**config.mk**
```make
export PLATFORM = sky130hd
export DESIGN_NAME = stream_mac
export DESIGN_NICKNAME = d
export VERILOG_FILES = /design/src/source/loop_pkg.sv /design/src/source/stream_mac.sv
export SDC_FILE = /design/constraint.sdc
export NUM_CORES = 2
export LEC_CHECK = 0
export BUFFER_PORTS_ARGS = -buffer_cell sky130_fd_sc_hd__clkbuf_2
export CORE_ASPECT_RATIO = 1.75
export CORE_UTILIZATION = 25
export CTS_CLUSTER_DIAMETER = 30
export DETAILED_ROUTE_END_ITERATION = 12
export PLACE_DENSITY = 0.45
export SLEW_MARGIN = 20
export SYNTH_ARGS = -nofsm -noshare
export SYNTH_HDL_FRONTEND = slang
export SYNTH_SLANG_ARGS = --single-unit
export TNS_END_PERCENT = 5
```
**constraint.sdc**
```tcl
create_clock -name clk -period 33.5 [get_ports clk]
set_input_delay 5.025 -clock clk [delete_from_list [all_inputs] [get_ports clk]]
set_output_delay 5.025 -clock clk [all_outputs]
set_load 0.02 [all_outputs]
```
**src/source/loop_pkg.sv**
```systemverilog
`default_nettype none

package loop_pkg;

    // entry and datapath widths
    localparam int entry_w = 48;
    localparam int itr_w   = 32;  // loop iterators and compare values
    localparam int acc_w   = 64;
    localparam int data_w  = 32;  // axi-lite data and stream words
    localparam int reg_aw  = 8;   // byte address bits of the register map

    // field positions inside one table entry
    localparam int valid_bit = 47;
    localparam int level_lo  = 45;  // 2 bits
    localparam int sc_lo     = 40;
    localparam int num_sc_lo = 35;
    localparam int sc_w      = 5;   // width of sc and num_sc
    localparam int type_lo   = 33;  // 2 bits
    // triggered_on sits in the low itr_w bits

    typedef enum logic [1:0] {
        init           = 2'b00,  // loop header, loads the bound
        body_check_end = 2'b01   // body plus closing brace
    } entry_type_e;

    typedef enum logic [1:0] {
        lvl_k = 2'b00,  // innermost
        lvl_j = 2'b01,
        lvl_i = 2'b10   // outermost
    } level_e;

    // stream-in handshake states
    typedef enum logic [1:0] {
        waiting         = 2'b00,
        inbound_started = 2'b01,
        ready_hold      = 2'b10,
        ready           = 2'b11
    } seq_state_e;

    typedef enum logic [reg_aw-1:0] {
        reg_ctrl     = 8'h00,  // write starts a run
        reg_status   = 8'h04,  // bit 0 done
        reg_acc_lo   = 8'h08,
        reg_acc_hi   = 8'h0c,
        reg_entry_lo = 8'h10,
        reg_entry_hi = 8'h14   // commits the staged entry
    } reg_addr_e;

endpackage

`default_nettype wire

```
**src/source/stream_mac.sv**
```systemverilog
`timescale 1ns/100ps
`default_nettype none

module stream_mac (
    input  wire                        clk,
    input  wire                        rst,
    input  wire                        clear_i,  // start of a run
    input  wire                        valid_i,  // stream ready cycle
    input  wire [loop_pkg::data_w-1:0] data_i,
    input  wire [loop_pkg::itr_w-1:0]  itr_i_i,
    input  wire [loop_pkg::itr_w-1:0]  itr_j_i,
    input  wire [loop_pkg::itr_w-1:0]  itr_k_i,
    output logic [loop_pkg::acc_w-1:0] acc_o
);
    import loop_pkg::*;

    logic [acc_w-1:0] weight;  // i+j+k+1

    assign weight = acc_w'(itr_i_i) + acc_w'(itr_j_i) + acc_w'(itr_k_i) + 1'b1;

    always_ff @(posedge clk) begin
        if (rst || clear_i) begin
            acc_o <= '0;
        end else if (valid_i) begin
            acc_o <= acc_o + acc_w'(data_i) * weight;  // wraps at acc_w
        end
    end

endmodule

`default_nettype wire

```
### After elaboration in Yosys (flattened, before gate mapping)

Index checks and enable logic that the tools add are counted.

* flip-flop bits (word level): 64
* input port bits: 132
* output and inout bits: 64
* word-level logic and storage cells: 7

* $add $sub $neg: 4
* multiply operators: 1
* reductions and logical operators: 1

Operators with widths (count)
* $add 64x64->64: 1
* $mul 32x35->64: 1
* $add 34x1->35 const B: 1
* $add 33x32->34: 1
* $add 32x32->33: 1
* $logic_or 1x1->1: 1

### Longest topological paths before layout

* depth in word-level cells: 5
* gate-level depth with buffers: 45
* gate-level depth less buffers: 43

### Worst setup path before layout

No wires, ideal clock.

* kind: input to register
* start: input port itr_i_i[0] (netlist bit)
* end: register acc_o[61] (netlist bit)
* library setup time: 0.117 ns
* arrival time: 14.339 ns
* data required time: 33.383 ns
* setup slack: 19.044 ns
* stages: 43
* buffers on the path: 1
* path through: inv_1 > ha_1 > inv_1 > ha_1 > inv_1 > fa_1 > nor2b_1 > o21ai_1 > a21oi_1 > o211ai_1 > and2_1 > o21ai_1 > a311oi_1 > o21bai_1 > a21oi_1 > xnor2_1 > clkbuf_1 > nand2_1 > [7 not listed] > fa_1 > fa_1 > fa_1 > inv_1 > fa_1 > inv_1 > ha_1 > nand4_2 > or2_1 > o221a_1 > o21ai_2 > a31oi_2 > o211ai_2 > a311o_2 > a41oi_4 > o41ai_2 > xnor2_1 > o21ai_1

* longest elaborated chain between the ends: 5

Ends and longest elaborated chain
* from (decl): RTL line stream_mac.sv:10 `input wire [loop_pkg::itr_w-1:0] itr_i_i,`
* $add 32x32->33: RTL line stream_mac.sv:19 `assign weight = acc_w'(itr_i_i) + acc_w'(itr_j_i) + acc_w'(itr_k_i) + 1'b1;`
* $add 33x32->34: RTL line stream_mac.sv:19
* $add 34x1->35: RTL line stream_mac.sv:19
* $mul 32x35->64: RTL line stream_mac.sv:25 `acc_o <= acc_o + acc_w'(data_i) * weight;`
* $add 64x64->64: RTL line stream_mac.sv:25
* to (signal assigned): RTL line stream_mac.sv:25
* to (decl): RTL line stream_mac.sv:13 `output logic [loop_pkg::acc_w-1:0] acc_o`

Every way passes these cells.
A chain may end at the register's enable or synchronous reset.

### Final worst setup path

* start: input port itr_i_i[10] (netlist bit)
* end: register acc_o[63] (netlist bit)

Same word-level chain as after synthesis.

==> flow_metrics.env <==
export IMPL_cts_resized=0
export IMPL_htreeDepth=3
export IMPL_cts_setup_buffers=0
export IMPL_avgRoutedWirePerCell_um=20.9
export IMPL_synth_ff_type="dfxtp_1"
export IMPL_layout_commonest_cell="inv_1"
export IMPL_cp_slowest_cell="fa_1"
export IMPL_final_max_slew_viol_count=0
export IMPL_first_pass_iters=5
export IMPL_start_util_pct=25.2
export IMPL_synth_edf_count=0
export IMPL_crit_family="adder cells"
export IMPL_yosysWarnings=0
export IMPL_drc=0
export IMPL_hold_viol=0
export IMPL_drive_above_1_share_pct=7.44
export IMPL_syn_area_per_cell_um2=9.11
export IMPL_critPathMaxStageDelay_ps=850
export IMPL_status="finished clean"
export IMPL_drtAntennaViolNets=0
export IMPL_tritoncts="yes"
export IMPL_globalplace_congestion=0.876
export IMPL_path_max_fanout=32
export IMPL_num_vias=29900
export IMPL_insertion_delay_ps=400
export IMPL_cp_start_kind="primary input"
export IMPL_crit_top_cell="fa_1"
export IMPL_clk_pin_slew_ps=60
export IMPL_path_buf_inv=5
export IMPL_timing_reg2reg_setup_slack_ps=25430
export IMPL_max_freq_mhz=60.5
export IMPL_period_minus_slack_ps=16530
export IMPL_dp_hpwl_mm=114
export IMPL_wl_met3_mm=2.58
export IMPL_largest_reg_flops=64
export IMPL_overflow=0
export IMPL_die_w_um=307
export IMPL_top_layer="met4"
export IMPL_end_kind="flop"
export IMPL_cts_buffer_depth=2
export IMPL_grt_pass1_vias=34400
export IMPL_hp_class="reg -> reg"
export IMPL_synthArstFlopShare_pct=0
export IMPL_synthDistinctLibCells=77
export IMPL_port_buffer_count=195
export IMPL_cts_sinks=64
export IMPL_antenna_found_initial=8
export IMPL_syn_cell_area_um2=40800
export IMPL_max_cap_violations=0
export IMPL_drt_iter0_drc=1141
export IMPL_fin_tns_setup_ps=0
export IMPL_skew_ps=17.6
export IMPL_drt_met1_wl_mm=43.6
export IMPL_cp_required_ps=33820
export IMPL_avgViaCountPerCell=4.48
export IMPL_finalCritPeriodShare_pct=49.3
export IMPL_cts_buffers=9
export IMPL_cts_hold_buf=0
export IMPL_syn_inst=4477
export IMPL_grt_max_degree=50
export IMPL_seq_area_frac_synth_pct=3.14
export IMPL_top_register="acc_o"
export IMPL_pin_count=196
export IMPL_root_buffer="clkbuf_16"
export IMPL_synth_nets=5924
export IMPL_reg_largest_list="acc_o: 64 flops"
export IMPL_setup_viol_count_final=0
export IMPL_core_area_um2=162000
export IMPL_slew_headroom_pct=29.4
export IMPL_nFillCells=17600
export IMPL_worst_slew_pin_slew_ps=1060
export IMPL_area_delta_synth_final_pct=9.36
export IMPL_ys_ff_latch=64
export IMPL_nets=5957
export IMPL_rows=195
export IMPL_critical_path_class="in -> reg"
export IMPL_layout_common_cells="1065 x inv_1, 1050 x fa_1, 574 x and2_1"
export IMPL_routed_wl_met2_mm=84.0
export IMPL_grt_total_usage_pct=17.5
export IMPL_grt_pass1_wl_mm=212
export IMPL_finalWirelength_mm=140
export IMPL_die_y_um=536
export IMPL_rsz0062_at_grt="false"
export IMPL_die_area_um2=165000
export IMPL_cp_arrival_ps=16850
==> cells in the mapped netlist (all sizes together) (5+ instances only) <==
| cell | instances | share of area (%) |
|---|---|---|
| inv | 1065 | 9.8 |
| nor2b | 23 | 0.35 |
| nand3 | 25 | 0.32 |
| a211oi | 6 | 0.12 |
| nand2b | 25 | 0.38 |
| o21bai | 21 | 0.39 |
| mux2i | 44 | 1.1 |
| a21oi | 107 | 1.3 |
| and2 | 574 | 8.8 |
| nor2 | 96 | 0.90 |
| ha | 265 | 8.1 |
| nor3 | 13 | 0.16 |
| fa | 1050 | 52 |
| o21ai | 62 | 0.78 |
| nand2 | 518 | 4.8 |
| o21a | 8 | 0.15 |
| clkbuf | 223 | 2.1 |
| nand4 | 12 | 0.20 |
| a41oi | 5 | 0.17 |
| and3 | 30 | 0.46 |
| xnor2 | 63 | 1.4 |
| xor2 | 26 | 0.56 |
| buf | 16 | 0.20 |
| a21o | 54 | 1.0 |
| a31oi | 7 | 0.17 |
| nand3b | 9 | 0.17 |
| o211ai | 6 | 0.15 |
| dfxtp | 64 | 3.1 |
==> metal layers <==
metal / global-route usage, % / up-vias
li1: - / 13100
met1: 16.1 / 16000
met2: 36.6 / 568
met3: 1.13 / 269
met4: 10.1 / 0
met5: 0 / -
==> final cells by class <==
cell class	count	area, um^2	share of cell area, %
timing repair buffer	261	1480	3.31
sequential	64	1280	2.87
inverter	1065	4000	8.97
tap	2167	2710	6.08
multi-input combinational	3109	34800	78.1
antenna	2	5.00	0.0112
clock buffer	10	229	0.514
clock inverter	6	60.1	0.135
==> tightest hold or removal path, cell delays in order, from the launching register on <==
cell	delay [ps]
dfxtp_1	340
nand2_1	60
o21ai_0	60
==> stage by stage <==
| step | cell area, um^2 | instances | hold slack (ps) | util, % | worst slack, ps |
|---|---|---|---|---|---|
| 4_1_cts | 44600 | 6682 | 517 | 27.6 | 16940 |
| 3_3_place_gp | 44300 | 6664 | 498 | 27.4 | 15220 |
| 2_1_floorplan | 40800 | 4477 | 534 | - | 19040 |
| 5_1_grt | 44600 | 6683 | 518 | 27.6 | 16470 |
| 6_report | 44600 | 6684 | 509 | 27.6 | 16970 |
| 3_5_place_dp | 44300 | 6666 | 499 | 27.4 | 16540 |
==> kinds of logic after synthesis <==
| kind of cell | share of synthesized area [%] |
|---|---|
| AND/OR/NAND/NOR | 16.8 |
| multiplexers | 1.11 |
| adder cells (fa/ha/maj) | 59.7 |
| XOR/XNOR | 1.97 |
| flip-flops | 3.14 |
| AO/OA/AOI/OAI | 5.18 |
| buffers and inverters | 12.1 |
==> worst paths after layout <==
kind	start	end	cells after the start
max	itr_i_i[10]	acc_o[63]$_SDFFE_PP0P_	37
max reg2reg	acc_o[28]$_SDFFE_PP0P_	acc_o[63]$_SDFFE_PP0P_	24
min reg2reg	acc_o[60]$_SDFFE_PP0P_	acc_o[60]$_SDFFE_PP0P_	2
min	acc_o[60]$_SDFFE_PP0P_	acc_o[60]$_SDFFE_PP0P_	2
Power is left out: the tool's default activity adds up to more than one toggle a clock period on the data nets, which glitch-free logic cannot reach.
