$ cat src/source/loop_pkg.sv
`default_nettype none

package loop_pkg;

    // entry and datapath widths
    localparam int entry_w = 48;
    localparam int itr_w   = 32;  // loop iterators and compare values
    localparam int acc_w   = 64;
    localparam int data_w  = 32;  // axi-lite data and stream words
    localparam int reg_aw  = 8;   // byte address bits of the register map

    // field positions inside one table entry
    localparam int valid_bit = 47;
    localparam int level_lo  = 45;  // 2 bits
    localparam int sc_lo     = 40;
    localparam int num_sc_lo = 35;
    localparam int sc_w      = 5;   // width of sc and num_sc
    localparam int type_lo   = 33;  // 2 bits
    // triggered_on sits in the low itr_w bits

    typedef enum logic [1:0] {
        init           = 2'b00,  // loop header, loads the bound
        body_check_end = 2'b01   // body plus closing brace
    } entry_type_e;

    typedef enum logic [1:0] {
        lvl_k = 2'b00,  // innermost
        lvl_j = 2'b01,
        lvl_i = 2'b10   // outermost
    } level_e;

    // stream-in handshake states
    typedef enum logic [1:0] {
        waiting         = 2'b00,
        inbound_started = 2'b01,
        ready_hold      = 2'b10,
        ready           = 2'b11
    } seq_state_e;

    typedef enum logic [reg_aw-1:0] {
        reg_ctrl     = 8'h00,  // write starts a run
        reg_status   = 8'h04,  // bit 0 done
        reg_acc_lo   = 8'h08,
        reg_acc_hi   = 8'h0c,
        reg_entry_lo = 8'h10,
        reg_entry_hi = 8'h14   // commits the staged entry
    } reg_addr_e;

endpackage

`default_nettype wire

$ cat src/source/axil_regs.sv
`timescale 1ns/100ps
`default_nettype none

module axil_regs #(
    parameter  int table_depth = 32,
    localparam int ptr_w       = $clog2(table_depth)
) (
    input  wire                          clk,
    input  wire                          rst,
    input  wire [loop_pkg::reg_aw-1:0]   awaddr_i,
    input  wire                          awvalid_i,
    output logic                         awready_o,
    input  wire [loop_pkg::data_w-1:0]   wdata_i,
    input  wire [3:0]                    wstrb_i,
    input  wire                          wvalid_i,
    output logic                         wready_o,
    output logic [1:0]                   bresp_o,
    output logic                         bvalid_o,
    input  wire                          bready_i,
    input  wire [loop_pkg::reg_aw-1:0]   araddr_i,
    input  wire                          arvalid_i,
    output logic                         arready_o,
    output logic [loop_pkg::data_w-1:0]  rdata_o,
    output logic [1:0]                   rresp_o,
    output logic                         rvalid_o,
    input  wire                          rready_i,
    output logic                         table_req_o,
    output logic [ptr_w-1:0]             table_addr_o,
    output logic [loop_pkg::entry_w-1:0] table_wdata_o,
    input  wire                          table_gnt_i,
    output logic                         load_done_o,  // one cycle per ctrl write
    input  wire                          done_i,
    input  wire [loop_pkg::acc_w-1:0]    acc_i
);
    import loop_pkg::*;

    logic              wr_go;        // aw and w taken together
    logic              rd_go;
    reg_addr_e         wr_reg;
    logic [data_w-1:0] entry_lo_q;   // staged entry halves
    logic [data_w-1:0] entry_hi_q;
    logic [ptr_w-1:0]  table_idx_q;  // next row to commit
    logic              done_q;       // sticky status

    // byte-lane merge of a new word into a staged one
    function automatic logic [data_w-1:0] merge(input logic [data_w-1:0] old_v,
                                                input logic [data_w-1:0] new_v,
                                                input logic [3:0]        strb);
        logic [data_w-1:0] res;
        res = old_v;
        for (int b = 0; b < 4; b++) begin
            if (strb[b]) begin
                res[8*b +: 8] = new_v[8*b +: 8];
            end
        end
        return res;
    endfunction

    // one write in flight, until its response is taken
    assign wr_go     = awvalid_i && wvalid_i && !table_req_o && !bvalid_o;
    assign awready_o = wr_go;
    assign wready_o  = wr_go;
    assign wr_reg    = reg_addr_e'(awaddr_i);
    assign bresp_o   = 2'b00;  // always okay
    assign rresp_o   = 2'b00;

    assign table_addr_o  = table_idx_q;
    assign table_wdata_o = {entry_hi_q[entry_w-data_w-1:0], entry_lo_q};

    always_ff @(posedge clk) begin
        if (rst) begin
            bvalid_o    <= 1'b0;
            table_req_o <= 1'b0;
            table_idx_q <= '0;
            load_done_o <= 1'b0;
            done_q      <= 1'b0;
        end else begin
            load_done_o <= 1'b0;
            if (done_i) begin
                done_q <= 1'b1;
            end
            if (bvalid_o && bready_i) begin
                bvalid_o <= 1'b0;
            end
            // entry commit finishes on the grant
            if (table_req_o && table_gnt_i) begin
                table_req_o <= 1'b0;
                table_idx_q <= table_idx_q + 1'b1;
                bvalid_o    <= 1'b1;
            end
            if (wr_go) begin
                case (wr_reg)
                    reg_ctrl: begin
                        load_done_o <= 1'b1;
                        table_idx_q <= '0;    // next load starts at row 0
                        done_q      <= 1'b0;  // new run
                        bvalid_o    <= 1'b1;
                    end
                    reg_entry_hi: table_req_o <= 1'b1;  // bvalid after grant
                    default:      bvalid_o    <= 1'b1;
                endcase
            end
        end
    end

    // entry staging
    always_ff @(posedge clk) begin
        if (wr_go && wr_reg == reg_entry_lo) begin
            entry_lo_q <= merge(entry_lo_q, wdata_i, wstrb_i);
        end
        if (wr_go && wr_reg == reg_entry_hi) begin
            entry_hi_q <= merge(entry_hi_q, wdata_i, wstrb_i);
        end
    end

    // read channel, rdata held while rvalid waits on rready
    assign rd_go     = arvalid_i && !rvalid_o;
    assign arready_o = rd_go;

    always_ff @(posedge clk) begin
        if (rst) begin
            rvalid_o <= 1'b0;
        end else if (rd_go) begin
            rvalid_o <= 1'b1;
        end else if (rready_i) begin
            rvalid_o <= 1'b0;
        end
    end

    always_ff @(posedge clk) begin
        if (rd_go) begin
            case (reg_addr_e'(araddr_i))
                reg_status: rdata_o <= {{(data_w-1){1'b0}}, done_q};
                reg_acc_lo: rdata_o <= acc_i[data_w-1:0];
                reg_acc_hi: rdata_o <= acc_i[acc_w-1:data_w];
                default:    rdata_o <= '0;  // write-only and unmapped
            endcase
        end
    end

endmodule

`default_nettype wire

$ cat config.mk
export PLATFORM = sky130hd
export DESIGN_NAME = axil_regs
export DESIGN_NICKNAME = d
export VERILOG_FILES = /design/src/source/loop_pkg.sv /design/src/source/axil_regs.sv
export SDC_FILE = /design/constraint.sdc
export NUM_CORES = 1
export LEC_CHECK = 0
export BUFFER_PORTS_ARGS = -buffer_cell sky130_fd_sc_hd__buf_4
export CORE_ASPECT_RATIO = 1.4
export CORE_UTILIZATION = 29
export CTS_BUF_LIST = sky130_fd_sc_hd__clkbuf_4 sky130_fd_sc_hd__clkbuf_8
export DETAILED_ROUTE_END_ITERATION = 10
export PLACE_DENSITY = 0.69
export SYNTH_ARGS = -nofsm -noshare
export SYNTH_HDL_FRONTEND = slang
export SYNTH_SLANG_ARGS = --single-unit
export TNS_END_PERCENT = 1
$ cat constraint.sdc
create_clock -name clk -period 6.2 [get_ports clk]
set_input_delay 0 -clock clk [delete_from_list [all_inputs] [get_ports clk]]
set_output_delay 0 -clock clk [all_outputs]
set_load 0.01 [all_outputs]
# Yosys cells after proc, flatten, opt, wreduce, memory -nomap -nowiden
# Index checks and enable logic that the tools add are counted.
# W data, S select, Z words.
# word_totals
input_bits,125
out_inout_bits,96
ff_bits,90
# classes
add_sub_neg,1
reduce_logical,20
mux,17
bitwise,1
n_eq_ne,5
# ops
op,count
$pmux W32 S3,1
$eq A8 B4 Y1 const B,2
$eq A8 B5 Y1 const B,2
$mux W5,3
$mux W1,13
$reduce_and A2 Y1,6
$eq A8 B3 Y1 const B,1
$logic_and A1 B1 Y1,8
$logic_not A8 Y1,1
$add A5 B1 Y5 const B,1
$logic_not A1 Y1,3
$reduce_bool A2 Y1,1
$reduce_or A2 Y1,1
$not A1 Y1,1

# Logic depth before layout (Yosys ltp)
# Gate-level depths: netlist (run 1).
# logic_depth
depth_word,5
depth_mapped,4

# Worst setup path after synthesis (run 1)
# OpenSTA, ideal clock, no wires.
# synth_path
path_type,reg-to-reg
start,register rvalid_o
end,register rdata_o[0] (netlist bit) (enable)
n_path_buf,0
arrival_time_ns,1.938
synth_period_minus_slack_ns,2.369
path_slack_ns,3.831
stages_incl_launch_ff,2
setup_ns,0.431
required_time_ns,5.769
cell_sequence,dfxtp_1 -> nor2b_1
# synth_between
elab_chain_len,2
# synth_lines
element,line_no,rtl
start: declaration,axil_regs.sv:25,"output logic rvalid_o,"
start signal: assignment,axil_regs.sv:122,rvalid_o <= 1'b0;
start signal: assignment,axil_regs.sv:124,rvalid_o <= 1'b1;
start signal: assignment,axil_regs.sv:126,rvalid_o <= 1'b0;
$logic_not A1 Y1,axil_regs.sv:117,assign rd_go = arvalid_i && !rvalid_o;
$logic_and A1 B1 Y1,axil_regs.sv:117,
via arready_o,axil_regs.sv:22,"output logic arready_o,"
end signal: assignment,axil_regs.sv:133,"reg_status: rdata_o <= {{(data_w-1){1'b0}}, done_q};"
end signal: assignment,axil_regs.sv:134,reg_acc_lo: rdata_o <= acc_i[data_w-1:0];
end signal: assignment,axil_regs.sv:135,reg_acc_hi: rdata_o <= acc_i[acc_w-1:data_w];
end: declaration,axil_regs.sv:23,"output logic [loop_pkg::data_w-1:0] rdata_o,"
# The timed path passes the listed nets, and every way through them passes these cells.
# A chain may end at the register's enable or synchronous reset.

# Worst setup path after layout (run 1)
# layout_path
start,input port awaddr_i[6] (netlist bit)
end,register load_done_o
# layout_between
elab_chain_len,2
# layout_lines
element,line_no,rtl
start: declaration,axil_regs.sv:10,"input wire [loop_pkg::reg_aw-1:0] awaddr_i,"
$logic_not A8 Y1,axil_regs.sv:92,case (wr_reg)
$mux W1,axil_regs.sv:92,
end signal: assignment,axil_regs.sv:75,load_done_o <= 1'b0;
end signal: assignment,axil_regs.sv:78,load_done_o <= 1'b0;
end signal: assignment,axil_regs.sv:94,load_done_o <= 1'b1;
end: declaration,axil_regs.sv:31,"output logic load_done_o,"
# No other way between the ends.

==> results of run 1 <==
## stage by stage
step | utilization | cell area [um2] | setup WS [ns]
after floorplan | - | 3500 | 3.83
after CTS | 0.556 | 6540 | 4.30
after global routing | 0.556 | 6540 | 4.20
after global placement | 0.446 | 5240 | 4.38
final | 0.556 | 6540 | 4.31
after detailed placement | 0.446 | 5240 | 4.32
## area by class of cell
cell class | instances | share of cell area
clock buffers | 9 | 0.0189
clock inverters | 7 | 0.0199
inverters | 1 | 0.000574
multi-input cells | 122 | 0.127
flip-flops and latches | 90 | 0.398
well taps | 147 | 0.0281
repair buffers | 320 | 0.407
## logic make-up (layout without fill, tap and decap cells)
family	after synthesis	in the layout	share of synthesized area
buffers and inverters	13	337	0.0205
other	1	4	0.00108
AOI/OAI and AO/OA	11	11	0.0205
and+or+nand+nor	72	72	0.111
muxes	32	32	0.0922
DFF	90	90	0.747
xor gates and xnor gates	2	2	0.00503
adders and majority gates	1	1	0.00359
## path summary, 6_finish.rpt
kind,from,endpoint,slack (ns),cells past startpoint
min,araddr_i[5],rdata_o[0]$_DFFE_PP_,0.02,4
max reg2reg,table_req_o$_SDFF_PP0_,entry_hi_q[0]$_DFFE_PP_,4.39,3
max,awaddr_i[6],load_done_o$_SDFF_PP0_,4.31,7
min reg2reg,done_q$_SDFF_PP0_,done_q$_SDFF_PP0_,0.50,2
## synth_stat cells, drive strengths merged, types with 2 or more instances
library cell  instances
edfxtp               80
nor2                 40
mux2i                31
dfxtp                10
buf                   8
nand2                 7
and2                  6
a21oi                 4
clkbuf                4
nand3                 4
nor4                  4
nand2b                2
nor2b                 2
o21ai                 2
or3                   2
xor2                  2
## power groups by stage
stage / logic [W] / registers [W] / clock network (W)
final: 0.000193 / 0.000676 / 0.000499
after global routing: 0.000206 / 0.000677 / 0.000539
after CTS: 0.000189 / 0.000676 / 0.000510
after detailed placement: 0.000131 / 0.000690 / 0
after global placement: 0.000129 / 0.000689 / 0
after floorplan: 0.0000353 / 0.000696 / 0
## per-layer routing
| metal | track usage | wire length, um | vias up |
|---|---|---|---|
| met3 | 0.0596 | 1060 | 24 |
| li1 | - | - | 1452 |
| met2 | 0.299 | 5470 | 189 |
| met4 | 0.0875 | 323 | 0 |
| met1 | 0.170 | 3640 | 1398 |
| met5 | 0 | 0 | - |
## worst min-delay path, cell delays in order
cell and delay, ns:
buf_4 0.08, nor2_1 0.04, nand2_1 0.06, a21oi_1 0.04
## state kept, by name (all words and copies together) (netlist names)
signal and count:
entry_lo_q 32, bvalid_o 1, rvalid_o 1, table_req_o 1
done_q 1, load_done_o 1, rdata_o 32, entry_hi_q 16
table_addr_o 5
==> reports/qor.txt, run 1 <==
status: finished clean
fin nets: 670
most common cell after layout, fill and taps aside: buf_4
post-DP HPWL: 7110 um
Top cell by count, worst path: dlygate4sd3_1
commonest non-fill, non-tap cells in the layout: buf_4 (216), dlygate4sd3_1 (104), edfxtp_1 (80)
GP Congestion: 0.760
die area: 12500 um2
fin crit period: 1.89 ns
largest stage delay on the critical path: 0.59 ns
Die W: 94.7 um
Register Area: 2600 um2
Antenna Cells: 0
Detailed Route Iter0 Violations: 68
H-tree level count: 3
WL/cell: 15.1 um
max-cap violation count: 0
final hold violation count: 0
number of synthesized flops with an enable pin: 80
Post-CTS Hold Fix Bufs: 104
Max FO, Critical Path: 2
share of layout cells above drive strength 1: 0.435
Initial Utilization: 0.296
CTS tree: done
Vias: 3063
Setup CP Type: input pin to flop
Routed Wire Length: 10500 um
PD cells: 209 nW/um2
crit share post-route: 0.305
Multi-input gate area: 831 um2
number of global-route vias before repair: 3155
FILL cells: 953
hold_ws: 0.0212 ns
drt drc: 0
Hold WC Path Type: input pin to flop
clock network power share: 0.365
Congestion Overflow GR: 0
CP bufs+invs: 4
post-synth cell types: 32
Syn-to-layout area delta: 87.5%
top cell type's share of synthesized area: 0.689
number of core rows: 47
port buffer count: 216
TritonRoute pass-1 iters: 4
chip height: 132 um
Combinational Power Share: 0.141
Final Non-Filler Cells: 696
Pins Over Slew Limit: 0
root buf cell: clkbuf_8
Worst-path clk slew: 0.10 ns
first-pass GRT wire length: 15600 um
post-route ant nets: 0
post-CTS setup buffers: 0
Slew HR: 0.242
Seq cells post-synth: 90
Synth area leaders: edfxtp_1 (69%), mux2i_1 (8.9%), dfxtp_1 (5.7%)
io pins: 221
cell taking the most area after synthesis: edfxtp_1
Mapped Area: 3490 um2
sequential share of power: 0.494
Setup violations, final: 0
Crit-path slowest cell: dlygate4sd3_1
P_int: 0.00107 W
Synth warnings: 0
core area: 11800 um2
worst-path cell chain: dlygate4sd3_1 > buf_4 > nor2_1 > dlygate4sd3_1 > nand4_1 > dlygate4sd3_1 > nor2_1
Clock Skews: 0.0123 ns
cts bufs inserted: 9
CTS Buffer Depth: 2
Slew @ Worst Pin: 1.13 ns
DP Cell Count: 576
worst path required time: 6.49 ns
switch share: 0.215
CTS sink count: 90
Via density: 4.40
initial antenna violation count: 0
Worst Path Arrival: 2.19 ns
register area share after synthesis: 0.747
crit-path leading delay family: buffers and inverters
FMAX: 528 MHz
static leakage: 2.83 nW
top_reg_cell synth: edfxtp_1
Net Sw Power: 0.000294 W
post-synthesis async set-or-reset flop share: 0
Clock Latency Late Sink: 0.37 ns
Design Power: 0.00137 W
crit path launch type: input pin
Syn Inst Count: 222
maximum vdd drop: 0.000128 V
Mean Syn Cell Area: 15.7 um2
largest net degree at the start of global routing: 34
setup_tns: 0 ns
Resized cells post-CTS: 0
RSZ-0062 raised after global routing: false
crit end category: flop
All-Layer GR Usage: 0.169
No activity file was read; power rests on OpenSTA's default activity.
==> inputs of run 2 (changes only) <==
clock period = 1.9 ns   (was 6.2 ns; I/O delays follow)
==> run 2 against run 1 <==
- the flow now finishes with violations (hold timing)
- clock power grew to 2.7 times the previous value
- critical path depth fell by 4
- die area unchanged
- cell count increased by 0.72%
- count of clock-buffer cells in the layout is the same
- final area is essentially flat
- flip-flop and latch count stayed put
- combinational power grew to 3.3 times the previous value
- sequential power grew to 3.3 times the previous value
- clock skew up 0.0059 ns
- largest power group unchanged
==> reports/qor.txt, run 2 (synthesis results as in run 1) <==
fin crit period: 1.75 ns
maximum vdd drop: 0.000451 V
most common cell after layout, fill and taps aside: buf_4
Worst-path clk slew: 0.09 ns
Die W: 94.7 um
Final Cell Area: 6540 um2
worst path required time: 1.92 ns
met3 GRT Util: 0.0457
switch share: 0.229
number of global-route vias before repair: 3287
Slew @ Worst Pin: 0.595 ns
post-route ant nets: 0
post-DP HPWL: 7250 um
FMAX: 571 MHz
Clock Skews: 0.0182 ns
port buffer count: 216
FILL cells: 934
CTS tree: done
crit path launch type: flop
Slew HR: 0.600
Syn-to-layout area delta: 87.7%
Pins Over Slew Limit: 0
Worst Path Arrival: 1.77 ns
fin nets: 675
Hold WC Path Type: input pin to flop
Max FO, Critical Path: 8
drt drc: 0
sequential share of power: 0.523
PD cells: 644 nW/um2
Multi-input gate area: 828 um2
Initial Utilization: 0.296
Clock Latency Late Sink: 0.36 ns
Antenna Cells: 0
clock network power share: 0.326
setup_tns: 0 ns
cts bufs inserted: 9
crit end category: flop
WL/cell: 15.2 um
Routed Wire Length: 10600 um
Register Area: 2600 um2
crit share post-route: 0.922
Combinational Power Share: 0.151
CTS Buffer Depth: 2
die area: 12500 um2
io pins: 221
Detailed Route Iter0 Violations: 75
TritonRoute pass-1 iters: 4
CTS sink count: 90
Congestion Overflow GR: 0
Setup violations, final: 0
static leakage: 2.82 nW
violated checks: hold timing
GP Congestion: 0.767
Setup CP Type: flop to flop
Largest regs: entry_lo_q: 32 flops, rdata_o: 32 flops, entry_hi_q: 16 flops
P_int: 0.00325 W
RSZ-0062 raised after global routing: false
hold_ws: -0.0147 ns
Net Sw Power: 0.000966 W
max-cap violation count: 0
share of layout cells above drive strength 1: 0.439
post-CTS setup buffers: 0
M1 GR Usage: 0.169
area post-placement: 5260 um2
status: complete, but fails checks
H-tree level count: 3
Vias: 3119
final hold violation count: 1
number of core rows: 47
largest net degree at the start of global routing: 34
final core utilization: 0.556
initial antenna violation count: 0
chip height: 132 um
met2 Track Usage GR: 0.317
commonest non-fill, non-tap cells in the layout: buf_4 (219), dlygate4sd3_1 (105), edfxtp_1 (80)
root buf cell: clkbuf_8
Via density: 4.45
All-Layer GR Usage: 0.171
first-pass GRT wire length: 15900 um
busiest grt layer: met2
core area: 11800 um2
[run 2: cell type report]
class | count | share of cell area
timing repair buffer | 325 | 0.414
tap | 147 | 0.0281
clock buffer | 9 | 0.0189
clock inverter | 7 | 0.0142
sequential | 90 | 0.398
inverter | 1 | 0.000574
multi-input combinational | 122 | 0.127
[run 2: path summary, 6_finish.rpt]
| path | end | startpoint | cells after the start | slack (ns) |
|---|---|---|---|---|
| worst max-delay path | entry_lo_q[11]$_DFFE_PP_ | bvalid_o$_SDFF_PP0_ | 3 | 0.15 |
| worst min-delay path | load_done_o$_SDFF_PP0_ | awaddr_i[4] | 4 | -0.01 |
| worst max register to register | entry_lo_q[11]$_DFFE_PP_ | bvalid_o$_SDFF_PP0_ | 3 | 0.15 |
| worst min register to register | done_q$_SDFF_PP0_ | done_q$_SDFF_PP0_ | 2 | 0.49 |
[run 2: metrics by stage]
stage | setup slack, ns | power [W] | cells
CTS | 0.0650 | 0.00426 | 701
finish | 0.149 | 0.00422 | 701
detailed placement | 0.0540 | 0.00268 | 579
global route | 0.0459 | 0.00439 | 701
floorplan | 0.194 | 0.00239 | 225
global placement | 0.0908 | 0.00267 | 579
[run 2: worst max-delay path, cell delays in order, from the launching register on]
cell	delay (ns)
dfxtp_1	0.35
nand4bb_4	0.28
nor4_4	0.37
and2_1	0.42
[run 2: power by group through the flow]
stage	registers, W	logic [W]	clock network [W]
after floorplan	0.00227	0.000116	0
after global placement	0.00225	0.000424	0
after detailed placement	0.00225	0.000430	0
after CTS	0.00221	0.000622	0.00143
after global routing	0.00221	0.000677	0.00150
final	0.00221	0.000636	0.00137
[run 2: routing by layer]
layer  routed length (um)  vias to the layer above
li1                     -                     1462
met1                 3780                     1452
met2                 5670                      185
met3                  944                       20
met4                  256                        0
met5                    0                        -
[run 2: what timing repair did]
item,4_1_cts,5_1_grt
endpoints found under the hold margin,86,1
resized for setup,0,2
hold buffers,106,1
endpoints found under the setup margin,0,2
