[config.mk]
export PLATFORM = sky130hd
export DESIGN_NAME = loop_sequencer
export DESIGN_NICKNAME = d
export VERILOG_FILES = /design/src/source/loop_pkg.sv /design/src/source/loop_sequencer.sv
export SDC_FILE = /design/constraint.sdc
export NUM_CORES = 1
export LEC_CHECK = 0
export BUFFER_PORTS_ARGS = -buffer_cell sky130_fd_sc_hd__buf_2
export CAP_MARGIN = 15
export CORE_MARGIN = 4
export CORE_UTILIZATION = 50
export CTS_CLUSTER_SIZE = 30
export DETAILED_ROUTE_END_ITERATION = 10
export PLACE_DENSITY = 0.73
export SLEW_MARGIN = 5
export SYNTH_ARGS = -nofsm -noshare
export SYNTH_HDL_FRONTEND = slang
export SYNTH_SLANG_ARGS = --single-unit
[constraint.sdc]
create_clock -name clk -period 3.08 [get_ports clk]
set_clock_uncertainty 0.15 [all_clocks]
set_input_delay 0.154 -clock clk [delete_from_list [all_inputs] [get_ports clk]]
set_output_delay 0.154 -clock clk [all_outputs]
set_load 0.01 [all_outputs]
[src/source/loop_pkg.sv]
`default_nettype none

package loop_pkg;

    // entry and datapath widths
    localparam int entry_w = 48;
    localparam int itr_w   = 32;  // loop iterators and compare values
    localparam int acc_w   = 64;
    localparam int data_w  = 32;  // axi-lite data and stream words
    localparam int reg_aw  = 8;   // byte address bits of the register map

    // field positions inside one table entry
    localparam int valid_bit = 47;
    localparam int level_lo  = 45;  // 2 bits
    localparam int sc_lo     = 40;
    localparam int num_sc_lo = 35;
    localparam int sc_w      = 5;   // width of sc and num_sc
    localparam int type_lo   = 33;  // 2 bits
    // triggered_on sits in the low itr_w bits

    typedef enum logic [1:0] {
        init           = 2'b00,  // loop header, loads the bound
        body_check_end = 2'b01   // body plus closing brace
    } entry_type_e;

    typedef enum logic [1:0] {
        lvl_k = 2'b00,  // innermost
        lvl_j = 2'b01,
        lvl_i = 2'b10   // outermost
    } level_e;

    // stream-in handshake states
    typedef enum logic [1:0] {
        waiting         = 2'b00,
        inbound_started = 2'b01,
        ready_hold      = 2'b10,
        ready           = 2'b11
    } seq_state_e;

    typedef enum logic [reg_aw-1:0] {
        reg_ctrl     = 8'h00,  // write starts a run
        reg_status   = 8'h04,  // bit 0 done
        reg_acc_lo   = 8'h08,
        reg_acc_hi   = 8'h0c,
        reg_entry_lo = 8'h10,
        reg_entry_hi = 8'h14   // commits the staged entry
    } reg_addr_e;

endpackage

`default_nettype wire

[src/source/loop_sequencer.sv]
`timescale 1ns/100ps
`default_nettype none

module loop_sequencer #(
    parameter  int table_depth = 32,
    localparam int ptr_w       = $clog2(table_depth)
) (
    input  wire                         clk,
    input  wire                         rst,
    input  wire                         load_done_i,
    input  wire                         start_stream_i,
    output logic                        ready_stream_o,
    output logic                        done_o,
    output logic                        mem_req_o,
    output logic [ptr_w-1:0]            mem_addr_o,
    input  wire                         mem_rvalid_i,
    input  wire [loop_pkg::entry_w-1:0] entry_i,
    output logic [loop_pkg::itr_w-1:0]  itr_i_o,
    output logic [loop_pkg::itr_w-1:0]  itr_j_o,
    output logic [loop_pkg::itr_w-1:0]  itr_k_o
);
    import loop_pkg::*;

    seq_state_e       state_q;
    seq_state_e       state_d;
    logic             phase_q;     // high in the data cycle of a fetch
    logic [ptr_w-1:0] ptr_q;       // smart pointer into the table
    logic [itr_w-1:0] itr_i_q, itr_j_q, itr_k_q;
    logic [itr_w-1:0] cmp_i_q, cmp_j_q, cmp_k_q;  // loop bounds
    logic [ptr_w-1:0] label_j_q;   // first row of the j body
    logic [ptr_w-1:0] label_k_q;   // first row of the i body, reached from i check

    logic             e_valid;
    level_e           e_level;
    entry_type_e      e_type;
    logic [sc_w-1:0]  e_sc;
    logic [sc_w-1:0]  e_num_sc;
    logic [itr_w-1:0] e_trig;
    logic             fire;        // entry on entry_i is live
    logic             last_sc;
    logic             done;

    // entry fields
    assign e_valid  = entry_i[valid_bit];
    assign e_level  = level_e'(entry_i[level_lo +: 2]);
    assign e_sc     = entry_i[sc_lo +: sc_w];
    assign e_num_sc = entry_i[num_sc_lo +: sc_w];
    assign e_type   = entry_type_e'(entry_i[type_lo +: 2]);
    assign e_trig   = entry_i[itr_w-1:0];

    assign fire    = (state_q == ready) && phase_q && mem_rvalid_i;
    assign last_sc = (e_sc == e_num_sc - 1'b1);
    assign done    = fire && !e_valid && (ptr_q != '0);  // row 0 invalid is not an end

    // handshake FSM
    always_comb begin
        case (state_q)
            waiting:         state_d = load_done_i ? inbound_started : waiting;
            inbound_started: state_d = (start_stream_i && !load_done_i) ? ready_hold
                                                                        : inbound_started;
            ready_hold:      state_d = start_stream_i ? ready_hold : ready;
            ready:           state_d = done ? waiting : ready;
            default:         state_d = waiting;
        endcase
    end

    always_ff @(posedge clk) begin
        if (rst) begin
            state_q <= waiting;
            phase_q <= 1'b0;
        end else begin
            state_q <= state_d;
            phase_q <= (state_q == ready) ? !phase_q : 1'b0;  // address then data
        end
    end

    // table walk, one entry every two cycles
    always_ff @(posedge clk) begin
        if (rst || state_q != ready) begin
            ptr_q     <= '0;
            itr_i_q   <= '0;
            itr_j_q   <= '0;
            itr_k_q   <= '0;
            cmp_i_q   <= '0;
            cmp_j_q   <= '0;
            cmp_k_q   <= '0;
            label_j_q <= '0;
            label_k_q <= '0;
        end else if (fire) begin
            if (!e_valid) begin
                ptr_q <= '0;  // end of table
            end else if (e_type == init) begin
                ptr_q <= ptr_q + 1'b1;
                case (e_level)
                    lvl_k: cmp_k_q <= e_trig;
                    lvl_j: begin
                        cmp_j_q   <= e_trig;
                        label_j_q <= ptr_q + 1'b1;
                    end
                    lvl_i: begin
                        cmp_i_q   <= e_trig;
                        label_k_q <= ptr_q + 1'b1;
                    end
                    default: ;
                endcase
            end else if (e_type == body_check_end) begin
                if (!last_sc) begin
                    ptr_q <= ptr_q + 1'b1;  // more sub-cycles in this body
                end else begin
                    case (e_level)
                        lvl_k: begin
                            if (cmp_k_q == itr_k_q + 1'b1) begin
                                itr_k_q <= '0;
                                ptr_q   <= ptr_q + 1'b1;
                            end else begin
                                itr_k_q <= itr_k_q + 1'b1;  // same row again
                            end
                        end
                        lvl_j: begin
                            if (cmp_j_q == itr_j_q + 1'b1) begin
                                itr_j_q <= '0;
                                ptr_q   <= ptr_q + 1'b1;
                            end else begin
                                itr_j_q <= itr_j_q + 1'b1;
                                ptr_q   <= label_j_q;
                            end
                        end
                        lvl_i: begin
                            if (cmp_i_q == itr_i_q + 1'b1) begin
                                itr_i_q <= '0;
                                ptr_q   <= ptr_q + 1'b1;
                            end else begin
                                itr_i_q <= itr_i_q + 1'b1;
                                ptr_q   <= label_k_q;
                            end
                        end
                        default: ;
                    endcase
                end
            end
        end
    end

    assign mem_req_o      = (state_q == ready) && !phase_q;  // address cycle
    assign mem_addr_o     = ptr_q;
    assign ready_stream_o = (state_q == ready_hold) || (state_q == ready && !done);
    assign done_o         = done;
    assign itr_i_o        = itr_i_q;
    assign itr_j_o        = itr_j_q;
    assign itr_k_o        = itr_k_q;

endmodule

`default_nettype wire

Word level (Yosys, flattened, before mapping)
Index checks and enable logic that the tools add are counted.
Word-level totals
  flip-flop bits (word level): 210
  bits of input ports: 53
  logic and storage cells: 73
Cells by class
  add/subtract/negate cells: 5
  equal/unequal tests: 14
  multiplexer cells: 16
  bitwise logic cells: 2
  reduce and logical (&&, ||, !) cells: 25
Operators by type and width (number)
  32-bit by 1-bit adder with 32-bit output, second input constant: 3
  32-bit equality test: 3
  32-bit 2-to-1 mux: 3
  5-bit 2-to-1 mux: 7
  6-bit AND reduction: 3
  4-bit AND reduction: 4
  5-bit one-hot mux with 3 select lines: 1
  2-bit one-hot mux with 4 select lines: 1
  1-bit logical AND: 7
  2-bit by 1-bit equality test with 1-bit output, second input constant: 3
  2-bit equality test, second input constant: 3
  2-bit zero test: 3
  6-bit by 2-bit inequality test with 1-bit output, second input constant: 1
  5-bit by 1-bit adder with 5-bit output, second input constant: 1
  5-bit equality test: 1
  5-bit inequality test, second input constant: 1
  5-bit nonzero test: 1
  5-bit by 1-bit subtractor with 5-bit output, second input constant: 1
  1-bit zero test: 4
  2-bit 2-to-1 mux: 2
  3-bit by 1-bit inequality test with 1-bit output, second input constant: 1
  1-bit logical OR: 2
  1-bit 2-to-1 mux: 2
  2-bit inequality test, second input constant: 1
  2 further kinds: 3

Longest topological paths before layout
Gate-level depths: netlist of run 1.
  depth after elaboration: 8
  mapped depth: 15
  gate-level depth less buffers: 11

Worst setup path before layout of run 1
OpenSTA, ideal clock, no wires.
  path type: reg2reg
  start: reg itr_j_q[0], in the netlist itr_j_o[0]
  end: reg ptr_q[3], in the netlist mem_addr_o[3]
  setup time: 0.059 ns
  arrival: 3.248 ns
  required time: 2.871 ns
  setup slack: -0.377 ns
  cell stages (with the launch flop): 13
  path buffers: 1
  cells stage by stage: dfxtp_1 ha_1 and3_1 nand4_4 nor4_1 xnor2_1 o2111ai_1 or4_1 a2111oi_4 buf_6 mux2_1 o221ai_1 a22o_1
On the way
  longest elaborated chain between the ends: 8
Ends and longest elaborated chain
  start, declared: RTL line loop_sequencer.sv:28  | logic [itr_w-1:0] itr_i_q, itr_j_q, itr_k_q;
  start signal, assigned: RTL line loop_sequencer.sv:124  | itr_j_q <= itr_j_q + 1'b1;
  32-bit by 1-bit adder with 32-bit output: RTL line loop_sequencer.sv:120  | if (cmp_j_q == itr_j_q + 1'b1) begin
  32-bit equality test: RTL line loop_sequencer.sv:120
  5-bit 2-to-1 mux: RTL line loop_sequencer.sv:120
  5-bit one-hot mux with 3 select lines: RTL line loop_sequencer.sv:110  | case (e_level)
  5-bit 2-to-1 mux: RTL line loop_sequencer.sv:107  | if (!last_sc) begin
  5-bit 2-to-1 mux: RTL line loop_sequencer.sv:106  | end else if (e_type == body_check_end) begin
  5-bit 2-to-1 mux: RTL line loop_sequencer.sv:92  | end else if (e_type == init) begin
  5-bit 2-to-1 mux: RTL line loop_sequencer.sv:90  | if (!e_valid) begin
  end signal, assigned: RTL line loop_sequencer.sv:93  | ptr_q <= ptr_q + 1'b1;
  end signal, assigned: RTL line loop_sequencer.sv:108  | ptr_q <= ptr_q + 1'b1;
  end signal, assigned: RTL line loop_sequencer.sv:114  | ptr_q <= ptr_q + 1'b1;
  end, declared: RTL line loop_sequencer.sv:27  | logic [ptr_w-1:0] ptr_q;
No other way between the ends. The select of a mux whose other input is x is not followed.
A chain may end at the register's enable or synchronous reset.

Final worst setup path of run 1
  start: reg itr_j_q[14], in the netlist itr_j_o[14]
  end: reg itr_j_q[10], in the netlist itr_j_o[10]
On the way
  longest elaborated chain between the ends: 3
Ends and longest elaborated chain (RTL line)
  32-bit by 1-bit adder with 32-bit output: loop_sequencer.sv:120
  32-bit equality test: loop_sequencer.sv:120
  32-bit 2-to-1 mux: loop_sequencer.sv:120
No other way between the ends.

==> metrics list, run 1 <==
* Status: finished, violations left
- Failing checks: negative setup slack
- Data arrival time of the critical path: 3.65 ns
- Setup WS post-layout: -0.3348 ns
* Total Die Area: 0.02766 mm^2
* Maxcap violations: 0
- First-pass GRT wire length: 73240 um
- Sequential area share after synthesis: 33.54%
- For this run, the number of Yosys warnings is 0.
* Horizontal die dimension: 166.3 um
- Of all flip-flops after synthesis, the portion carrying an async set or reset was 0%.
* Clock insertion delay at the later pin of the skew report: 0.52 ns
- Dividing the final minimum period by the clock period gives 110.9%.
* Compound-cell area share of the yosys netlist: 18.35%
- Initial antenna violation count: 0
* Type of element capturing the critical path: flip-flop
- Launch point of the worst path: itr_j_o[14]
- Maximum cell stage delay along the critical path: 0.61 ns
* RSZ-0062 raised after global routing: yes
- Number of routed nets with antenna violations: 0
- Post-synthesis net count: 1711
- Power density over cell area: 322.8 mW/mm^2
- Relative slew slack: 47.44%
- Summing all multi-input logic gate instances after layout gives 0.008884 mm^2.
- Grouping stages by cell kind, the critical path spends the most delay in simple AND/OR/NAND/NOR gates.
- Vias per cell: 6.143
- Instance count after placement with tap cells included: 2268
- For this design the static power due to leakage is 6.969 nW.
- The smallest clock period supported by the final layout is computed as 3.415 ns.
- Main combinational cell family by area after synthesis: simple AND/OR/NAND/NOR gates
* Initial standard-cell utilization of the core: 51.24%
* Count of buffers from port buffering: 155
- Total grt overflow: 0
* Number of antenna diodes: 0
- Clock tree synthesis inserted a total of 25 buffers.
* Unique cell type count in the Yosys netlist: 82
* I/O pin cnt: 157
* Slowest cell on the critical path: sky130_fd_sc_hd__or4_4
- Critical-path maximum fanout: 7
- Global routing consumed, over all layers together, 32.01% of the routing resources.
- In this run, the number of DRC markers left after iteration 0 of detailed routing was 1813.
- Multiplexer cells account for 1.018% of the synthesized area.
- At the end of routability-driven placement, the weighted congestion stood at 0.9692.
- Once layout is complete, the cells apart from fillers number 2412.
- In the routed design, unresolved DRC markers number 0.
- The clock drives 210 sinks.
- Standard-cell row count: 57
- The worst register-to-register path begins at itr_j_o[14].
- Fraction of final layout cells with drive strength greater than 1: 37.79%
- The critical path goes through nand4_1 -> or4_4 -> nor3_4 -> xnor2_2 -> nor2_1 -> or4_4 -> a2111oi_4 -> buf_6 -> clkbuf_16 -> buf_6 -> nor2_4 -> clkbuf_16 -> nand4b_1 -> a21oi_1.
- TritonCTS built the clock tree.
- The sequential cells in the finished layout cover a total of 0.004265 mm^2.
* Detailed placement HPWL: 33050 um
* Synth Area in XOR/XNOR: 10.41%
- Data required time of the critical path: 3.31 ns
- The tightest min-delay check is of the input pin to flip-flop type.
- Number of synthesized flops with an enable pin: 0
- The worst-case IR drop observed on VDD is 418.0 uV.
- Sum of buffers and inverters on the critical path: 4
- The count of pins over their slew limit was 0.
- The most used flip-flop cell after synthesis is sky130_fd_sc_hd__dfxtp_1.
- Entering global routing, the biggest net connects 66 pins.
* Post-synthesis simple-gate area fraction: 31.21%
- Clock-pin slew was measured on the worst setup and hold paths at 0.06 ns.
- Netlist Area Pre-Place: 0.01253 mm^2
* Hold path startpoint: entry_i[33]
- The worst setup path is launched from a flip-flop.
- Signed area change from the synthesized netlist to the final layout: 47.14%
- At the end of the flow, the number of nets in the layout was 2134.
* Post-synthesis average cell area: 7.601 um^2
* Filler cell count in the final layout: 1770
* Synthesized-area fraction occupied by adder cells: 0.8985%
- Via count of the routed design: 14816
* Vias in the first global route: 13775
- The count of final hold-check violations was 0.
- After detailed routing, the total wire length is 50920 um.
* Setup total negative slack: -20.23 ns
- Clock tree synthesis selected as its root buffer the cell sky130_fd_sc_hd__clkbuf_16.
* Flip-flop and latch count after synthesis: 210
* Overall power consumption: 5.953 mW
- The critical path in this run is classified as flip-flop to flip-flop.
* Tightest Pin Transition: 0.7884 ns
* Core Box Area: 0.02446 mm^2
* Clock Tree Buf Depth: 3
* H-tree depth: 1
- Final core utilization: 75.39%
- Achievable clock frequency: 0.2928 GHz
- Final count of negative-setup-slack endpoints: 99
* Initial DRT Pass Iterations: 7
- Dividing the detail-routed wire length by the instance count gives 21.11 um.
- Cell count after synthesis: 1649
- From bottom edge to top edge, the die measures 166.3 um.
-- power by group --
group	internal, mW	total (mW)	switching (mW)
clock	1.85	3.07	1.22
combinational	0.0769	0.171	0.0945
sequential	2.71	2.71	0.00162
total	4.64	5.95	1.31
-- logic make-up (layout without fill, tap and decap cells) --
family	Yosys count	count (layout)
DFF	210	210
and+or+nand+nor	742	743
adders and majority gates	9	9
AOI/OAI and AO/OA	396	396
buffers and inverters	131	569
xor gates and xnor gates	149	149
muxes	12	12
-- flip-flops by register name, summed over array words and instances, names as in the netlist --
signal      count
state_q         2
itr_k_o        32
label_k_q       5
mem_addr_o      5
phase_q         1
itr_j_o        32
label_j_q       5
cmp_k_q        32
cmp_j_q        32
itr_i_o        32
cmp_i_q        32
-- worst min-delay path, cell delays in order --
cell,delay (ns)
sky130_fd_sc_hd__buf_2,0.13
sky130_fd_sc_hd__nor2_1,0.12
sky130_fd_sc_hd__nand2_1,0.11
sky130_fd_sc_hd__nand2_1,0.05
sky130_fd_sc_hd__a21oi_1,0.12
-- stage by stage --
step / hold WS, ns / area (um^2) / worst slack (ns)
floorplan: 0.07638 / 12720 / -0.1254
global placement: 0.2218 / 15320 / -0.2340
detailed placement: 0.2305 / 15320 / -0.2735
CTS: 0.03309 / 17350 / -0.2108
global route: 0.1060 / 18440 / -0.4111
finish: 0.06321 / 18440 / -0.3348
-- cells in the mapped netlist, drive strengths merged (3+ instances only) --
| cell | number | area share, % |
|---|---|---|
| nor2 | 89 | 2.7 |
| nor4 | 25 | 1.7 |
| a211oi | 14 | 0.88 |
| o2111ai | 6 | 0.47 |
| and3 | 24 | 1.2 |
| xnor2 | 100 | 7.0 |
| or4 | 16 | 0.96 |
| nand4 | 46 | 2.6 |
| o211a | 3 | 0.24 |
| nand2b | 8 | 0.40 |
| a21o | 7 | 0.42 |
| and2 | 23 | 1.1 |
| nand4b | 9 | 0.63 |
| o211ai | 7 | 0.42 |
| buf | 42 | 1.9 |
| nor3 | 34 | 1.7 |
| o31ai | 3 | 0.18 |
| clkbuf | 73 | 2.2 |
| nor3b | 5 | 0.34 |
| o21a | 13 | 0.78 |
| mux2i | 6 | 0.48 |
| ha | 9 | 0.90 |
| a2111oi | 3 | 0.46 |
| a31oi | 11 | 0.55 |
| xor2 | 49 | 3.4 |
| dfxtp | 210 | 34 |
| o221ai | 5 | 0.45 |
| a21oi | 219 | 8.8 |
| and4 | 13 | 0.91 |
| nand3b | 25 | 1.5 |
| nand2 | 282 | 8.5 |
| or2 | 10 | 0.52 |
| o21ai | 86 | 3.4 |
| nor2b | 19 | 0.95 |
| nor4b | 3 | 0.21 |
| mux2 | 6 | 0.54 |
| a21boi | 3 | 0.18 |
| a22o | 5 | 0.35 |
| inv | 16 | 0.48 |
| nand3 | 62 | 2.6 |
| or3 | 44 | 2.2 |
-- routing by layer --
metal / share of wire [%] / global-route usage (%) / wire [um] / up-vias
li1: - / - / - / 6677
met4: 5.6 / 12.24 / 2828 / 0
met2: 46 / 52.70 / 23440 / 940
met3: 10 / 5.213 / 5302 / 228
met5: 0 / 0 / 0 / -
met1: 38 / 42.37 / 19350 / 6971
-- path summary, 6_finish.rpt --
path	slack, ns	cells past startpoint	end
worst max-delay path	-0.33	14	itr_j_o[10]
worst min-delay path	0.06	5	cmp_k_q[2]
worst max register to register	-0.33	14	itr_j_o[10]
worst min register to register	0.30	1	phase_q
-- layout make-up --
| cell class | count | share of cell area (%) |
|---|---|---|
| Multi-Input combinational cell | 1309 | 48.17 |
| Sequential cell | 210 | 23.13 |
| Timing Repair Buffer | 510 | 21.57 |
| Clock buffer | 30 | 3.766 |
| Tap cell | 324 | 2.198 |
| Clock inverter | 13 | 0.8413 |
| Inverter | 16 | 0.3257 |
-- layout by cell type, fill, tap and decap left out, types with 25 or more instances in the layout --
cell type	n
sky130_fd_sc_hd__dlygate4sd3_1	37
sky130_fd_sc_hd__xor2_1	48
sky130_fd_sc_hd__dfxtp_1	175
sky130_fd_sc_hd__buf_6	27
sky130_fd_sc_hd__o21ai_1	32
sky130_fd_sc_hd__nand3_1	52
sky130_fd_sc_hd__xnor2_1	87
sky130_fd_sc_hd__a21oi_2	49
sky130_fd_sc_hd__nor2_1	78
sky130_fd_sc_hd__buf_4	267
sky130_fd_sc_hd__clkbuf_16	31
sky130_fd_sc_hd__nand4_1	42
sky130_fd_sc_hd__or3_1	35
sky130_fd_sc_hd__a21oi_1	168
sky130_fd_sc_hd__o21ai_0	30
sky130_fd_sc_hd__nand2_1	275
sky130_fd_sc_hd__dfxtp_2	28
sky130_fd_sc_hd__nand3b_1	25
sky130_fd_sc_hd__buf_2	155
-- timing repair --
item / in CTS / in global routing
setup endpoints to repair: 99 / 100
pin swaps: 49 / 145
resized for setup: 122 / 219
setup buffers: 28 / 24
hold buffers: 37 / 0
endpoints found under the hold margin: 100 / 0
gates cloned: 6 / 9
Note: power is estimated with default switching activity, not from simulation.
==> run 2, diff against run 1 <==
BUFFER_PORTS_ARGS = -buffer_cell sky130_fd_sc_hd__buf_4   (was -buffer_cell sky130_fd_sc_hd__buf_2)
CAP_MARGIN = 20   (was 15)
GPL_TIMING_DRIVEN = 0   (was default)
==> metrics list, run 2 (synthesis results as in run 1) <==
- The initial utilization of the core area, before any placement, comes to 51.24%.
- DRC viols: 0
- Final hold vios: 0
* Number of routed nets with antenna violations: 0
- Area occupied by registers: 0.004328 mm^2
- Count of buffers from port buffering: 155
- Achievable clock frequency: 0.2956 GHz
- In the final routed layout, each cell accounts on average for 21.97 um.
- Final count of negative-setup-slack endpoints: 100
- After global routing, the most crowded layer is met2.
- The largest single stage delay on the critical path is 0.37 ns.
* Failing checks: negative setup slack
* Number of antenna diodes: 0
- Number of sinks handled by clock tree synthesis: 210
- Clock-pin slew was measured on the worst setup and hold paths at 0.06 ns.
* Vias per cell: 6.196
- Detailed placement HPWL: 33770 um
- The die covers 0.02766 mm^2.
- Vias in the first global route: 13335
- First-pass GRT wire length: 75000 um
- Horizontal die dimension: 166.3 um
- For this design the top-level I/O count stands at 157.
- CTS built an H-tree with a depth of 1.
- Overall routed net length: 51210 um
- For this design, the slowest cell found on the critical path is sky130_fd_sc_hd__dfxtp_4.
- The multi-input combinational cells in the finished layout cover a total of 0.009124 mm^2.
* Initial antenna violation count: 0
* Leading cell type in the layout, fill and taps excluded: sky130_fd_sc_hd__nand2_1
- In this run the worst path has a maximum fanout of 6.
- Total grt overflow: 0
- The total area inside the core boundary comes to 0.02446 mm^2.
- Cells with a size suffix above 1 make up 34.43% of the layout.
* Setup WS post-layout: -0.3024 ns
- Via count of the routed design: 14444
* Die Ht: 166.3 um
* Clock Tree Buf Depth: 3
- Routability-driven placement finished with a final weighted congestion of 0.9628.
- The tree is rooted in a sky130_fd_sc_hd__clkbuf_16.
- For this design the ratio of total power to cell area is 323.2 mW/mm^2.
- Most used cells in the layout excluding fill and tap cells: 272 x sky130_fd_sc_hd__nand2_1, 263 x sky130_fd_sc_hd__buf_4, 172 x sky130_fd_sc_hd__a21oi_1
- RSZ-0062 raised after global routing: yes
- After the first detailed-routing iteration, the DRC count stood at 1589.
- For this run, the detailed router's first-pass iteration total came to 6.
* Placed cell area: 0.01429 mm^2
- Global routing consumed, on the met3 layer, 5.808% of the routing resources.
- STA puts the critical path data required time at 3.34 ns.
- Worst hold path class: input pin to flip-flop
- Pin count of the biggest net entering global routing: 14
- Global Route Usage Sum: 33.29%
* Worst hold slack: 0.06715 ns
- Relative slew slack: 31.95%
* Signed area change from the synthesized netlist to the final layout: 46.69%
* Clock buffers created by TritonCTS: 24
* Final non-filler cell area: 0.01839 mm^2
- Routing usage on met2: 53.48%
* Time the worst path needs with I/O delays and setup: 3.382 ns
- Total number of nets in the final design: 2054
- Clock tree from TritonCTS: yes
* Type of element capturing the critical path: flip-flop
- Setup crit start kind: flip-flop
* Filler cell count in the final layout: 1787
- Tightest Pin Transition: 1.021 ns
* Final-report max-slew violation count: 0
- Maxcap violations: 0
* Standard-cell row count: 57
- Met1 Resource Use GR: 45.50%
* Tcrit/Tclk final: 109.8%
- Across the VDD grid, the largest voltage drop is 392.9 uV.
- Leakage dissipation: 6.541 nW
- Data arrives at the worst endpoint at 3.65 ns.
- Ordered cell list for the critical path: ha_4 -> and3_4 -> nand4_4 -> nor3_4 -> xnor2_2 -> nor4_4 -> o2111ai_4 -> a2111oi_4 -> buf_6 -> buf_12 -> mux2i_1 -> o211ai_1 -> a22o_1
* Clock insertion delay at the later pin of the skew report: 0.53 ns
- The run finished, with violations left.
- The setup path with the least slack is of type flip-flop to flip-flop.
[run 2: cell count changes in the layout (fill, tap and decap cells not counted), sizes merged]
cell | before | now
buf | 467 | 329
bufinv | 3 | 4
clkbuf | 36 | 99
clkinv | 8 | 2
clkinvlp | 1 | 2
inv | 17 | 16
or2 | 11 | 10
[run 2: path summary, 6_finish.rpt]
check                                 start       endpoint  slack, ns  cells past startpoint
worst max register to register   itr_j_o[0]  mem_addr_o[1]      -0.30                     13
worst max-delay path             itr_j_o[0]  mem_addr_o[1]      -0.30                     13
worst min register to register      phase_q        phase_q       0.31                      1
worst min-delay path            entry_i[34]  mem_addr_o[0]       0.07                      5
[run 2: repair_timing]
| item | CTS | global route |
|---|---|---|
| gates resized for setup | 305 | 206 |
| pin swaps | 116 | 141 |
| gates cloned | 11 | 5 |
| hold endpoints to repair | 101 | 0 |
| buffers inserted | 82 | 49 |
| setup endpoints to repair | 101 | 101 |
| hold buffers | 37 | 0 |
[run 2: worst max-delay path, delay by kind of cell, from the launching register on]
kind | cells | cell delay [ns]
fa+ha+maj | 1 | 0.17
flops | 1 | 0.37
simple gates | 4 | 1.01
buf+inv | 2 | 0.36
compound gates | 4 | 0.87
mux | 1 | 0.21
xor+xnor | 1 | 0.11
[run 2: where the power goes]
| part | internal [mW] | leakage (nW) | switching (mW) |
|---|---|---|---|
| registers | 2.70 | 1.73 | 0.00164 |
| clock network | 1.88 | 0.400 | 1.17 |
| logic | 0.0931 | 4.41 | 0.0945 |
[run 2: layout make-up]
cell class | instances | area share [%]
plain buffers | 96 | 3.832
clock buffers | 33 | 3.729
well taps | 324 | 2.205
inverters | 16 | 0.3267
flip-flops and latches | 210 | 23.54
multi-input cells | 1308 | 49.63
repair buffers | 336 | 15.95
clock inverters | 8 | 0.7894
[run 2: per-stage QoR]
| step | TNS, ns | total power, mW | utilization (%) | instances | setup WS (ns) |
|---|---|---|---|---|---|
| after floorplan | -2.293 | 2.817 | - | 1649 | -0.1254 |
| after global placement | -74.70 | 2.921 | 58.40 | 2128 | -0.8941 |
| after detailed placement | -75.49 | 2.922 | 58.40 | 2128 | -0.8679 |
| after CTS | -10.41 | 5.956 | 70.65 | 2290 | -0.2346 |
| after global routing | -28.32 | 6.088 | 75.16 | 2331 | -0.4090 |
| final | -19.37 | 5.941 | 75.16 | 2331 | -0.3024 |
[run 2: routing by layer]
| metal | part of all wire (%) | vias up |
|---|---|---|
| li1 | - | 6515 |
| met1 | 40 | 6893 |
| met2 | 45 | 854 |
| met3 | 10 | 182 |
| met4 | 4.4 | 0 |
| met5 | 0 | - |
